$ cat config.mk
export PLATFORM = sky130hd
export DESIGN_NAME = cacheAxiBridge
export DESIGN_NICKNAME = d
export VERILOG_FILES = /design/src/common/axiPkg.sv /design/src/common/cacheBusPkg.sv /design/src/common/readReqIf.sv /design/src/axiBridge/readArbiter.sv /design/src/axiBridge/axiReadEngine.sv /design/src/axiBridge/axiWriteEngine.sv /design/src/hdl/cacheAxiBridge.sv
export SDC_FILE = /design/constraint.sdc
export NUM_CORES = 1
export LEC_CHECK = 0
export BUFFER_PORTS_ARGS = -buffer_cell sky130_fd_sc_hd__buf_2
export CAP_MARGIN = 15
export CORE_AREA = 2 2 414 416
export CTS_CLUSTER_SIZE = 24
export DETAILED_ROUTE_END_ITERATION = 8
export DIE_AREA = 0 0 416 418
export GPL_TIMING_DRIVEN = 0
export MAX_ROUTING_LAYER = met4
export PLACE_DENSITY = 0.48
export SYNTH_ARGS = -nofsm -noshare
export SYNTH_HDL_FRONTEND = slang
export SYNTH_SLANG_ARGS = --single-unit
$ cat constraint.sdc
create_clock -name Clk -period 117.1 [get_ports Clk]
set_input_delay 35.13 -clock Clk [delete_from_list [all_inputs] [get_ports Clk]]
set_output_delay 35.13 -clock Clk [all_outputs]
set_load 0.1 [all_outputs]
$ cat src/common/axiPkg.sv
`default_nettype none

package axiPkg;

    // bus widths
    localparam int axiDataW = 32;
    localparam int axiAddrW = 32;
    localparam int axiLenW  = 8;
    localparam int axiStrbW = axiDataW / 8;

    // fixed attributes, every transaction uses the same values
    // id 1, 4-byte beats, INCR bursts
    localparam logic [3:0] axiId        = 4'd1;
    localparam logic [2:0] axiSizeWord  = 3'b010;
    localparam logic [1:0] axiBurstIncr = 2'b01;

    // response codes on R and B
    typedef enum logic [1:0] {
        OKAY   = 2'b00,
        EXOKAY = 2'b01,
        SLVERR = 2'b10,
        DECERR = 2'b11
    } axiResp;

endpackage

`default_nettype wire

$ cat src/common/cacheBusPkg.sv
`default_nettype none

package cacheBusPkg;

    // line sizes in 32-bit words
    localparam int icLineWords = 16;
    localparam int dcLineWords = 8;

    localparam int readLineW  = icLineWords * 32;
    localparam int writeLineW = dcLineWords * 32;

    // word index widths
    localparam int icIdxW = $clog2(icLineWords);
    localparam int dcIdxW = $clog2(dcLineWords);

    // owner of the current read
    typedef enum logic {
        SRC_ICACHE = 1'b0,
        SRC_DCACHE = 1'b1
    } readSource;

    typedef enum logic [1:0] {
        RD_IDLE,
        RD_ADDR,
        RD_DATA
    } readState;

    typedef enum logic [1:0] {
        WR_IDLE,
        WR_ADDR,
        WR_DATA,
        WR_RESP
    } writeState;

endpackage

`default_nettype wire

$ cat src/common/readReqIf.sv
`timescale 1ns/1ps
`default_nettype none

interface readReqIf
    import axiPkg::*, cacheBusPkg::*;
();

    logic                reqValid;
    logic [axiAddrW-1:0] reqAddr;
    // AXI encoding, beats minus one
    logic [axiLenW-1:0]  reqLen;
    readSource           reqSource;
    logic                reqAccept;
    logic                reqDone;

    modport arbiter (
        output reqValid, reqAddr, reqLen, reqSource,
        input  reqAccept, reqDone
    );

    modport engine (
        input  reqValid, reqAddr, reqLen, reqSource,
        output reqAccept, reqDone
    );

endinterface

`default_nettype wire

$ cat src/axiBridge/readArbiter.sv
`timescale 1ns/1ps
`default_nettype none

module readArbiter
    import axiPkg::*, cacheBusPkg::*;
(
    input  logic                Clk,
    input  logic                rstN,
    input  logic                icReadReq,
    input  logic                icUncachedReq,
    input  logic [axiAddrW-1:0] icReadAddr,
    input  logic                dcReadReq,
    input  logic                dcUncachedReq,
    input  logic [axiAddrW-1:0] dcReadAddr,
    output logic                icReadAccept,
    output logic                dcReadAccept,
    readReqIf.arbiter           req
);

    logic                icAny;
    logic                dcAny;
    logic                locked;
    logic                accepted;
    readSource           selSource;
    readSource           lockSource;
    readSource           curSource;
    logic [axiAddrW-1:0] selAddr;
    logic [axiAddrW-1:0] lockAddr;
    logic [axiLenW-1:0]  selLen;
    logic [axiLenW-1:0]  lockLen;

    assign icAny = icReadReq | icUncachedReq;
    assign dcAny = dcReadReq | dcUncachedReq;

    // icache wins a tie
    always_comb begin
        if (icAny) begin
            selSource = SRC_ICACHE;
            selAddr   = icReadAddr;
            selLen    = icUncachedReq ? '0 : axiLenW'(icLineWords - 1);
        end else begin
            selSource = SRC_DCACHE;
            selAddr   = dcReadAddr;
            selLen    = dcUncachedReq ? '0 : axiLenW'(dcLineWords - 1);
        end
    end

    // live choice while idle, locked copy afterwards
    assign req.reqValid  = locked ? !accepted : (icAny | dcAny);
    assign req.reqAddr   = locked ? lockAddr : selAddr;
    assign req.reqLen    = locked ? lockLen : selLen;
    assign req.reqSource = curSource;
    assign curSource     = locked ? lockSource : selSource;

    assign icReadAccept = req.reqAccept && (curSource == SRC_ICACHE);
    assign dcReadAccept = req.reqAccept && (curSource == SRC_DCACHE);

    always_ff @(posedge Clk) begin
        if (!rstN) begin
            locked   <= 1'b0;
            accepted <= 1'b0;
        end else if (req.reqDone) begin
            locked   <= 1'b0;
            accepted <= 1'b0;
        end else begin
            if (!locked && (icAny || dcAny)) begin
                locked <= 1'b1;
            end
            if (req.reqAccept) begin
                accepted <= 1'b1;
            end
        end
    end

    always_ff @(posedge Clk) begin
        if (!locked) begin
            lockAddr   <= selAddr;
            lockLen    <= selLen;
            lockSource <= selSource;
        end
    end

endmodule

`default_nettype wire

$ cat src/axiBridge/axiReadEngine.sv
`timescale 1ns/1ps
`default_nettype none

module axiReadEngine
    import axiPkg::*, cacheBusPkg::*;
(
    input  logic                     Clk,
    input  logic                     rstN,
    readReqIf.engine                 req,
    output logic [axiAddrW-1:0]      Araddr,
    output logic [axiLenW-1:0]       Arlen,
    output logic                     Arvalid,
    input  logic                     Arready,
    input  logic [axiDataW-1:0]      Rdata,
    input  logic [1:0]               Rresp,
    input  logic                     Rlast,
    input  logic                     Rvalid,
    output logic                     Rready,
    output logic                     readDone,
    output cacheBusPkg::readSource   readSource,
    output logic [readLineW-1:0]     readLine,
    output logic                     readError,
    output logic                     readIdle
);

    readState             state;
    logic                 arFire;
    logic                 rFire;
    logic [icIdxW-1:0]    beatCnt;
    logic [readLineW-1:0] lineBuf;

    // address goes straight out with the granted request
    assign Arvalid = req.reqValid && (state != RD_DATA);
    assign Araddr  = req.reqAddr;
    assign Arlen   = req.reqLen;
    assign arFire  = Arvalid && Arready;

    assign Rready = (state == RD_DATA);
    assign rFire  = Rvalid && Rready;

    assign req.reqAccept = arFire;
    assign req.reqDone   = readDone;

    assign readLine = lineBuf;
    assign readIdle = (state == RD_IDLE) && !readDone;

    always_ff @(posedge Clk) begin
        if (!rstN) begin
            state     <= RD_IDLE;
            readDone  <= 1'b0;
            readError <= 1'b0;
        end else begin
            readDone <= rFire && Rlast;
            case (state)
                RD_IDLE: begin
                    if (arFire) begin
                        state <= RD_DATA;
                    end else if (req.reqValid) begin
                        state <= RD_ADDR;
                    end
                end
                RD_ADDR: begin
                    if (arFire) begin
                        state <= RD_DATA;
                    end
                end
                RD_DATA: begin
                    if (rFire && Rlast) begin
                        state <= RD_IDLE;
                    end
                end
                default: state <= RD_IDLE;
            endcase
            // sticky over the burst
            if (arFire) begin
                readError <= 1'b0;
            end else if (rFire && (axiResp'(Rresp) != OKAY)) begin
                readError <= 1'b1;
            end
        end
    end

    // beat collection, unfilled words stay zero
    always_ff @(posedge Clk) begin
        if (arFire) begin
            lineBuf    <= '0;
            beatCnt    <= '0;
            readSource <= req.reqSource;
        end else if (rFire) begin
            lineBuf[beatCnt * axiDataW +: axiDataW] <= Rdata;
            beatCnt <= beatCnt + 1'b1;
        end
    end

endmodule

`default_nettype wire

$ cat src/axiBridge/axiWriteEngine.sv
`timescale 1ns/1ps
`default_nettype none

module axiWriteEngine
    import axiPkg::*, cacheBusPkg::*;
(
    input  logic                  Clk,
    input  logic                  rstN,
    input  logic                  dcWriteReq,
    input  logic                  dcWriteUncached,
    input  logic [axiAddrW-1:0]   dcWriteAddr,
    input  logic [writeLineW-1:0] dcWriteLine,
    input  logic [axiStrbW-1:0]   dcWriteStrb,
    output logic                  dcWriteAccept,
    output logic [axiAddrW-1:0]   Awaddr,
    output logic [axiLenW-1:0]    Awlen,
    output logic                  Awvalid,
    input  logic                  Awready,
    output logic [axiDataW-1:0]   Wdata,
    output logic [axiStrbW-1:0]   Wstrb,
    output logic                  Wlast,
    output logic                  Wvalid,
    input  logic                  Wready,
    input  logic [1:0]            Bresp,
    input  logic                  Bvalid,
    output logic                  Bready,
    output logic                  writeDone,
    output logic                  writeError,
    output logic                  writeIdle
);

    writeState             state;
    logic                  awFire;
    logic                  wFire;
    logic                  bFire;
    logic [writeLineW-1:0] lineReg;
    logic [axiStrbW-1:0]   strbReg;
    logic [dcIdxW-1:0]     wordIdx;
    logic [dcIdxW-1:0]     lastIdx;

    // AW follows the request level until the slave takes it
    assign Awvalid = (dcWriteReq || dcWriteUncached)
                     && ((state == WR_IDLE) || (state == WR_ADDR));
    assign Awaddr  = dcWriteAddr;
    assign Awlen   = dcWriteUncached ? '0 : axiLenW'(dcLineWords - 1);
    assign awFire  = Awvalid && Awready;

    assign dcWriteAccept = awFire;

    // W payload comes from the captured line only
    assign Wvalid = (state == WR_DATA);
    assign Wdata  = lineReg[wordIdx * axiDataW +: axiDataW];
    assign Wstrb  = strbReg;
    assign Wlast  = Wvalid && (wordIdx == lastIdx);
    assign wFire  = Wvalid && Wready;

    assign Bready     = (state == WR_RESP);
    assign bFire      = Bvalid && Bready;
    assign writeDone  = bFire;
    assign writeError = bFire && (axiResp'(Bresp) != OKAY);

    assign writeIdle = (state == WR_IDLE);

    always_ff @(posedge Clk) begin
        if (!rstN) begin
            state   <= WR_IDLE;
            wordIdx <= '0;
        end else begin
            case (state)
                WR_IDLE: begin
                    if (awFire) begin
                        state <= WR_DATA;
                    end else if (Awvalid) begin
                        state <= WR_ADDR;
                    end
                    wordIdx <= '0;
                end
                WR_ADDR: begin
                    if (awFire) begin
                        state <= WR_DATA;
                    end
                    wordIdx <= '0;
                end
                WR_DATA: begin
                    if (wFire) begin
                        if (Wlast) begin
                            state <= WR_RESP;
                        end else begin
                            wordIdx <= wordIdx + 1'b1;
                        end
                    end
                end
                WR_RESP: begin
                    if (bFire) begin
                        state <= WR_IDLE;
                    end
                end
                default: state <= WR_IDLE;
            endcase
        end
    end

    // line, strobe and beat count frozen for the burst
    always_ff @(posedge Clk) begin
        if (awFire) begin
            lineReg <= dcWriteLine;
            strbReg <= dcWriteUncached ? dcWriteStrb : '1;
            lastIdx <= Awlen[dcIdxW-1:0];
        end
    end

endmodule

`default_nettype wire

$ cat src/hdl/cacheAxiBridge.sv
`timescale 1ns/1ps
`default_nettype none

module cacheAxiBridge
    import axiPkg::*, cacheBusPkg::*;
(
    input  logic                   Clk,
    input  logic                   rstN,
    // icache read
    input  logic                   icReadReq,
    input  logic                   icUncachedReq,
    input  logic [axiAddrW-1:0]    icReadAddr,
    output logic                   icReadAccept,
    // dcache read
    input  logic                   dcReadReq,
    input  logic                   dcUncachedReq,
    input  logic [axiAddrW-1:0]    dcReadAddr,
    output logic                   dcReadAccept,
    // dcache write
    input  logic                   dcWriteReq,
    input  logic                   dcWriteUncached,
    input  logic [axiAddrW-1:0]    dcWriteAddr,
    input  logic [writeLineW-1:0]  dcWriteLine,
    input  logic [axiStrbW-1:0]    dcWriteStrb,
    output logic                   dcWriteAccept,
    // completion back to the caches
    output logic                   readDone,
    output cacheBusPkg::readSource readSource,
    output logic [readLineW-1:0]   readLine,
    output logic                   readError,
    output logic                   readIdle,
    output logic                   writeDone,
    output logic                   writeError,
    output logic                   writeIdle,
    // AXI3 master
    output logic [axiAddrW-1:0]    Araddr,
    output logic [axiLenW-1:0]     Arlen,
    output logic                   Arvalid,
    input  logic                   Arready,
    input  logic [axiDataW-1:0]    Rdata,
    input  logic [1:0]             Rresp,
    input  logic                   Rlast,
    input  logic                   Rvalid,
    output logic                   Rready,
    output logic [axiAddrW-1:0]    Awaddr,
    output logic [axiLenW-1:0]     Awlen,
    output logic                   Awvalid,
    input  logic                   Awready,
    output logic [axiDataW-1:0]    Wdata,
    output logic [axiStrbW-1:0]    Wstrb,
    output logic                   Wlast,
    output logic                   Wvalid,
    input  logic                   Wready,
    input  logic [1:0]             Bresp,
    input  logic                   Bvalid,
    output logic                   Bready
);

    readReqIf readReq ();

    readArbiter i_readArbiter (
        .*,
        .req (readReq.arbiter)
    );

    axiReadEngine i_axiReadEngine (
        .*,
        .req (readReq.engine)
    );

    axiWriteEngine i_axiWriteEngine (
        .*
    );

endmodule

`default_nettype wire

# --- Word level (Yosys, flattened, before mapping) ---
# Cells that the tools add are included.
op_classes:
  n_eq_ne: 16
  bitwise: 5
  n_reduce_logical: 32
  n_mux: 26
  n_shift: 3
  addsub: 3
ops:
  columns: ["op", "n"]
  rows:
  - ["512-bit bitwise mux", 1]
  - ["32-bit by 34-bit variable shift with 512-bit output (first input constant)", 1]
  - ["32-bit by 34-bit variable part select with 512-bit output", 1]
  - ["256-bit by 9-bit variable part select with 32-bit output", 1]
  - ["32-bit two-way mux", 2]
  - ["9-bit negation with 34-bit output", 1]
  - ["2-bit two-way mux", 10]
  - ["8-bit two-way mux", 2]
  - ["2-bit != test (second input constant)", 8]
  - ["1-bit logical AND", 15]
  - ["3-bit two-way mux", 4]
  - ["2-bit case mux with 4 select lines", 1]
  - ["2-bit equality test (second input constant)", 3]
  - ["3-bit by 2-bit != test with 1-bit output (second input constant)", 2]
  - ["2-bit case mux with 3 select lines", 1]
  - ["3-bit case mux with 2 select lines", 1]
  - ["3-bit AND reduction", 2]
  - ["2-bit nonzero test", 3]
  - ["2-bit OR reduction", 3]
  - ["5-bit AND reduction", 1]
  - ["4-bit by 1-bit adder with 4-bit output (second input constant)", 1]
  - ["2-bit by 1-bit equality test with 1-bit output (second input constant)", 2]
  - ["2-bit zero test", 2]
  - ["4-bit two-way mux", 1]
  - ["7 further kinds", 16]
totals:
  input_bits: 406
  out_inout_bits: 644
  ff_bits: 832

# --- Logic depth before layout (Yosys ltp) ---
logic_depth:
  ltp_word: 7
  ltp_mapped: 12
  depth_no_buf: 6

# --- Modules after synthesis ---
# Synthesis repeated with hierarchy kept, for this count alone.
hier_totals:
  cells_unflattened: 3005
  area_unflattened_um2: 32052.0
modules_own_cells:
  columns: ["mod", "seq_area_each_um2", "area_per_inst_um2", "n_inst", "cells_per_inst"]
  rows:
  - ["axiReadEngine", 10440.0, 19600.0, 1, 2348]
  - ["axiWriteEngine", 7937.6, 10505.1, 1, 467]
  - ["readArbiter", 860.8, 1946.9, 1, 190]

# --- Least setup slack after synthesis ---
# OpenSTA, ideal clock, no wires.
synth_timing:
  kind: "in2out"
  from: "input dcWriteUncached"
  to: "output dcWriteAccept"
  arrival_time_ps: 56145
  t_required_ps: 81970
  cell_stages: 2
  slack_ps: 25825
  cell_sequence: "nor2_1 nor3b_1"
synth_between:
  elab_chain_cells: 3
synth_lines:
  columns: ["element", "line_no", "source"]
  rows:
  - ["start, declared", "cacheAxiBridge.sv:21", "input logic dcWriteUncached,"]
  - ["1-bit logical OR", "axiWriteEngine.sv:42", "assign Awvalid = (dcWriteReq || dcWriteUncached)"]
  - ["1-bit logical AND", "axiWriteEngine.sv:43", "&& ((state == WR_IDLE) || (state == WR_ADDR));"]
  - ["1-bit logical AND", "axiWriteEngine.sv:46", "assign awFire = Awvalid && Awready;"]
  - ["end, declared", "cacheAxiBridge.sv:25", "output logic dcWriteAccept,"]
# Every way passes these cells.

# --- Worst setup path in the final report ---
layout_timing:
  from: "input icUncachedReq"
  to: "output dcReadAccept"
layout_between:
  elab_chain_cells: 6
  elab_cells_between_ends: 8
layout_lines:
  columns: ["element", "line_no", "source"]
  rows:
  - ["start, declared", "cacheAxiBridge.sv:11", "input logic icUncachedReq,"]
  - ["1-bit OR *", "readArbiter.sv:32", "assign icAny = icReadReq | icUncachedReq;"]
  - ["1-bit OR", "readArbiter.sv:49", "assign req.reqValid = locked ? !accepted : (icAny | dcAny);"]
  - ["1-bit two-way mux", "readArbiter.sv:49", null]
  - ["1-bit logical AND", "axiReadEngine.sv:33", "assign Arvalid = req.reqValid && (state != RD_DATA);"]
  - ["1-bit logical AND", "axiReadEngine.sv:36", "assign arFire = Arvalid && Arready;"]
  - ["1-bit logical AND *", "readArbiter.sv:56", "assign dcReadAccept = req.reqAccept && (curSource == SRC_DCACHE);"]
  - ["end, declared", "cacheAxiBridge.sv:18", "output logic dcReadAccept,"]
# Mark *: on every way between the ends. The rest lies on a longest branch, timed or not.

==> impl_summary.log <==
INFO  metric ant_nets = 0
INFO  metric std_cell_rows = between 150 and 200
INFO  metric met2WireLength = approximately 86 mm
INFO  metric critPathCaptureType = primary output
INFO  metric finClkSkew = approximately 26 ps
INFO  metric global_route.overflow_total = 0
INFO  metric synth_ff_type = sky130_fd_sc_hd__dfxtp_1
INFO  metric critPathLaunchType = input port
INFO  metric clkSinkCount = 830
INFO  metric footprint_of_the_multi_input_gates = 10800 sq um
INFO  metric internal_power = approximately 0.00053 W
INFO  metric hold_class = reg2reg
INFO  metric post_synth_inst_count = about 2.8k
INFO  metric areaGrowthSynthToFinish = 37.6%
INFO  metric postCtsResizedCells = 0
INFO  metric worst-endpoint-arrival = 37730 ps
INFO  metric synthesis.area = ~31000 sq um
INFO  metric tightest_slew = around 1200 ps
INFO  metric routed.top_layer = met4
INFO  metric p_leak = roughly 17 nW
INFO  metric grt_pass1_vias = between 20k and 30k
INFO  metric final.fill_count = approximately 18k
INFO  metric power_per_cell_area = 18.0 nW/um^2
INFO  metric ff2ff_setup_slack = about 110000 ps
INFO  metric final-max-slew-violation-count = 0
INFO  metric clk_latency = between 700 and 800 ps
INFO  metric cts_post_setup_buffers_inserted = 0
INFO  metric via_count_of_the_routed_design = ~28k
INFO  metric die_y = around 420 um
INFO  metric final_layout_size_suffix_gt1_share = between 30% and 40%
INFO  metric cp_max_fo = 10
INFO  metric grt_max_degree = 15
INFO  metric ctsRootBufferMaster = sky130_fd_sc_hd__clkbuf_16
INFO  metric setup_viol = 0
INFO  metric fraction_of_power_consumed_by_the_clock_network = about 41%
INFO  metric maxCapViolations = 0
INFO  metric cts.path.max_buffers = 3
INFO  metric dieArea = 174000 sq um
INFO  metric core-area = between 150000 and 200000 sq um
INFO  metric detail_route.wirelength.met1 = approximately 59 mm
INFO  metric drt_pre_antenna_iters = 5
INFO  metric layout.nets = ~4.4k
INFO  metric grt_first_pass_wirelength = about 220 mm
INFO  metric swShare = a little under a third
INFO  metric combPwrFrac = approximately 18%
INFO  metric cts_made_buffers = 100
INFO  metric global_route.usage.total = 18.3%
INFO  metric gp_congestion = approximately 0.9
INFO  metric wl_met3 = around 9.5 mm
INFO  metric worst-setup-path-type = in2out
INFO  metric tritoncts_clock_tree = yes
INFO  metric unrepaired_setup_endpoints_after_global_routing = false
INFO  metric synth_cell_type_count = 58
INFO  metric clk_pin_slew = roughly 60 ps
INFO  metric drc = 0
INFO  metric hpwlAfterDp = between 100 and 150 mm
INFO  metric cts.hold.buffers_added = 0
INFO  metric synth-edff-count = approximately 260
INFO  metric switching_component_of_the_power = roughly 0.00024 W
INFO  metric register_area_share_after_synthesis = roughly 60%
INFO  metric vias_per_cell = 4.37
INFO  metric portBuffers = slightly above 1k
INFO  metric fin_crit_sh = between 60% and 70%
INFO  metric postLayoutCoreUtil = approximately a quarter
INFO  metric hold_viol_final = 0
INFO  metric design.portCount = 1050
INFO  metric timing.final.crit_period = approximately 73000 ps
INFO  metric effective_utilization_at_floorplan = a little under a fifth
INFO  metric sequential_cell_area = between 15000 and 20000 sq um
INFO  metric finalSetupTns = 0 ps
INFO  metric routed_wl = around 160 mm
INFO  metric ys_top_cells_by_area = sky130_fd_sc_hd__dfxtp_1, sky130_fd_sc_hd__edfxtp_1, sky130_fd_sc_hd__nand2_1
INFO  metric maxSlewHeadroom = 18.3%
INFO  metric route.detailed.wl_per_inst = roughly 26 um
INFO  metric synth.yosys.warnings = 0
INFO  metric die_w = between 400 and 500 um
INFO  metric outcome = finished clean
INFO  metric flip_flop_and_latch_count_after_synthesis = just over 800
INFO  metric synthArstFlopShare = 0%
INFO  metric yosysTopAreaCellShare = a little over a third
INFO  metric avg_cell_area_syn = 11.0 sq um
INFO  metric drt_iter0_markers = between 2k and 2.5k
INFO  metric worst_ir_drop_vdd = ~0.011 mV
INFO  metric antenna_found_initial = 29
INFO  metric required = 81970 ps
INFO  metric max_freq = roughly 14 MHz
INFO  metric pwr-share-seq = 41.9%
INFO  metric yosys.area.top_type = sky130_fd_sc_hd__dfxtp_1
INFO  metric ctsHtreeMaxLevel = 3
power groups by stage:
stage               Clock, W  Combinational [W]  Sequential, W
floorplan                  0          0.0000805       0.000355
global placement           0           0.000129       0.000358
detailed placement         0           0.000138       0.000332
CTS                 0.000325           0.000138       0.000326
global route        0.000336           0.000143       0.000327
finish              0.000317           0.000136       0.000326
layout by cell type (no fill, tap or decap), types with 6 or more instances in the layout:
cell,count
sky130_fd_sc_hd__a21oi_1,296
sky130_fd_sc_hd__a32o_1,64
sky130_fd_sc_hd__and2_1,12
sky130_fd_sc_hd__and3_1,34
sky130_fd_sc_hd__buf_1,12
sky130_fd_sc_hd__buf_2,1056
sky130_fd_sc_hd__buf_4,50
sky130_fd_sc_hd__buf_6,28
sky130_fd_sc_hd__buf_8,12
sky130_fd_sc_hd__bufinv_16,6
sky130_fd_sc_hd__clkbuf_1,231
sky130_fd_sc_hd__clkbuf_16,102
sky130_fd_sc_hd__clkbuf_8,14
sky130_fd_sc_hd__clkinv_2,13
sky130_fd_sc_hd__clkinv_4,7
sky130_fd_sc_hd__dfxtp_1,568
sky130_fd_sc_hd__diode_2,15
sky130_fd_sc_hd__edfxtp_1,262
sky130_fd_sc_hd__ha_1,9
sky130_fd_sc_hd__inv_1,11
sky130_fd_sc_hd__mux2_2,35
sky130_fd_sc_hd__mux2i_1,161
sky130_fd_sc_hd__mux4_2,64
sky130_fd_sc_hd__nand2_1,495
sky130_fd_sc_hd__nand2b_1,10
sky130_fd_sc_hd__nand3_1,260
sky130_fd_sc_hd__nand4_1,43
sky130_fd_sc_hd__nor2_1,55
sky130_fd_sc_hd__nor2b_1,6
sky130_fd_sc_hd__o21ai_0,101
cells by family (layout without fill, tap and decap cells):
kind of cell	after synthesis	after routing	synth area share, %
muxes	260	260	11.0
AOI/OAI and AO/OA	478	478	9.02
adders and majority gates	9	9	0.358
xor gates and xnor gates	4	4	0.171
and+or+nand+nor	948	948	13.7
buffers and inverters	319	1562	4.55
other	1	20	0.0119
DFF	830	830	61.2
synth_stat cells (2+ instances only):
library cell                 n
sky130_fd_sc_hd__dfxtp_1   568
sky130_fd_sc_hd__or2_2       3
sky130_fd_sc_hd__a41oi_2     2
sky130_fd_sc_hd__nand2b_1   10
sky130_fd_sc_hd__o21a_1      2
sky130_fd_sc_hd__nand2_1   495
sky130_fd_sc_hd__buf_1      12
sky130_fd_sc_hd__edfxtp_1  262
sky130_fd_sc_hd__or4_1       2
sky130_fd_sc_hd__nand4_1    43
sky130_fd_sc_hd__o21ai_0   101
sky130_fd_sc_hd__nor2_1     56
sky130_fd_sc_hd__inv_1      11
sky130_fd_sc_hd__a21oi_1   296
sky130_fd_sc_hd__and3_1     34
sky130_fd_sc_hd__mux2_2     35
sky130_fd_sc_hd__a32o_1     64
sky130_fd_sc_hd__and4_1      4
sky130_fd_sc_hd__nor3_1      7
sky130_fd_sc_hd__nor4_2      3
sky130_fd_sc_hd__nor4b_1     2
sky130_fd_sc_hd__ha_1        9
sky130_fd_sc_hd__nand3_1   260
sky130_fd_sc_hd__nor2b_1     6
sky130_fd_sc_hd__nor3_2      2
sky130_fd_sc_hd__buf_4      47
sky130_fd_sc_hd__buf_2      44
sky130_fd_sc_hd__and2_1     12
sky130_fd_sc_hd__clkbuf_1  204
sky130_fd_sc_hd__xnor2_1     2
sky130_fd_sc_hd__mux2i_1   161
sky130_fd_sc_hd__mux4_2     64
worst max-delay path, stage by stage:
cell,delay (ps)
sky130_fd_sc_hd__buf_2,120
sky130_fd_sc_hd__or4_4,590
sky130_fd_sc_hd__o2111ai_4,450
sky130_fd_sc_hd__inv_2,240
sky130_fd_sc_hd__clkbuf_2,540
sky130_fd_sc_hd__and2_1,320
sky130_fd_sc_hd__buf_2,290
layout make-up:
cell class | count | share of cell area [%]
clock buffer | 145 | 6.60
timing repair buffer | 1057 | 13.0
sequential | 830 | 44.5
clock inverter | 41 | 1.08
multi-input combinational | 1704 | 25.0
antenna | 15 | 0.0868
buffer | 307 | 3.21
tap | 2218 | 6.42
inverter | 12 | 0.104
sequential cells by signal (all words and copies together), names as in the netlist:
register,cells
i_axiReadEngine.beatCnt,4
i_axiReadEngine.readDone,1
i_axiReadEngine.readError,1
i_axiReadEngine.readLine,512
i_axiReadEngine.readSource,1
i_axiReadEngine.state,2
i_axiWriteEngine.Wstrb,4
i_axiWriteEngine.lastIdx,1
i_axiWriteEngine.lineReg,256
i_axiWriteEngine.state,2
i_axiWriteEngine.wordIdx,3
i_readArbiter.accepted,1
i_readArbiter.lockAddr,32
i_readArbiter.lockLen,8
i_readArbiter.lockSource,1
i_readArbiter.locked,1
layer usage:
| layer | GRT usage (%) | up-vias |
|---|---|---|
| met3 | 3.56 | 269 |
| met1 | 19.5 | 13700 |
| met2 | 33.2 | 1146 |
| met5 | - | - |
| li1 | - | 12500 |
| met4 | 7.11 | 0 |
path summary, 6_finish.rpt:
kind	from	endpoint	cells after the start
worst min register to register	i_axiReadEngine.readLine[250]	i_axiReadEngine.readLine[250]	2
worst max-delay path	icUncachedReq	dcReadAccept	7
worst min-delay path	i_axiReadEngine.readLine[250]	i_axiReadEngine.readLine[250]	2
worst max register to register	i_axiReadEngine.beatCnt[0]	i_axiReadEngine.readLine[367]	12
stage by stage:
step | power (W) | area (sq um) | std cells | setup WS, ps | hold WS [ps]
after global placement | 0.000486 | 39300 | 6083 | 15250 | 436
after detailed placement | 0.000470 | 39900 | 6128 | 44190 | 440
after CTS | 0.000789 | 43200 | 6314 | 44180 | 448
after floorplan | 0.000436 | 31400 | 2853 | 25820 | 464
final | 0.000778 | 43200 | 6329 | 44240 | 447
after global routing | 0.000806 | 43200 | 6325 | 44190 | 461
(Power assumes the default switching activity.)
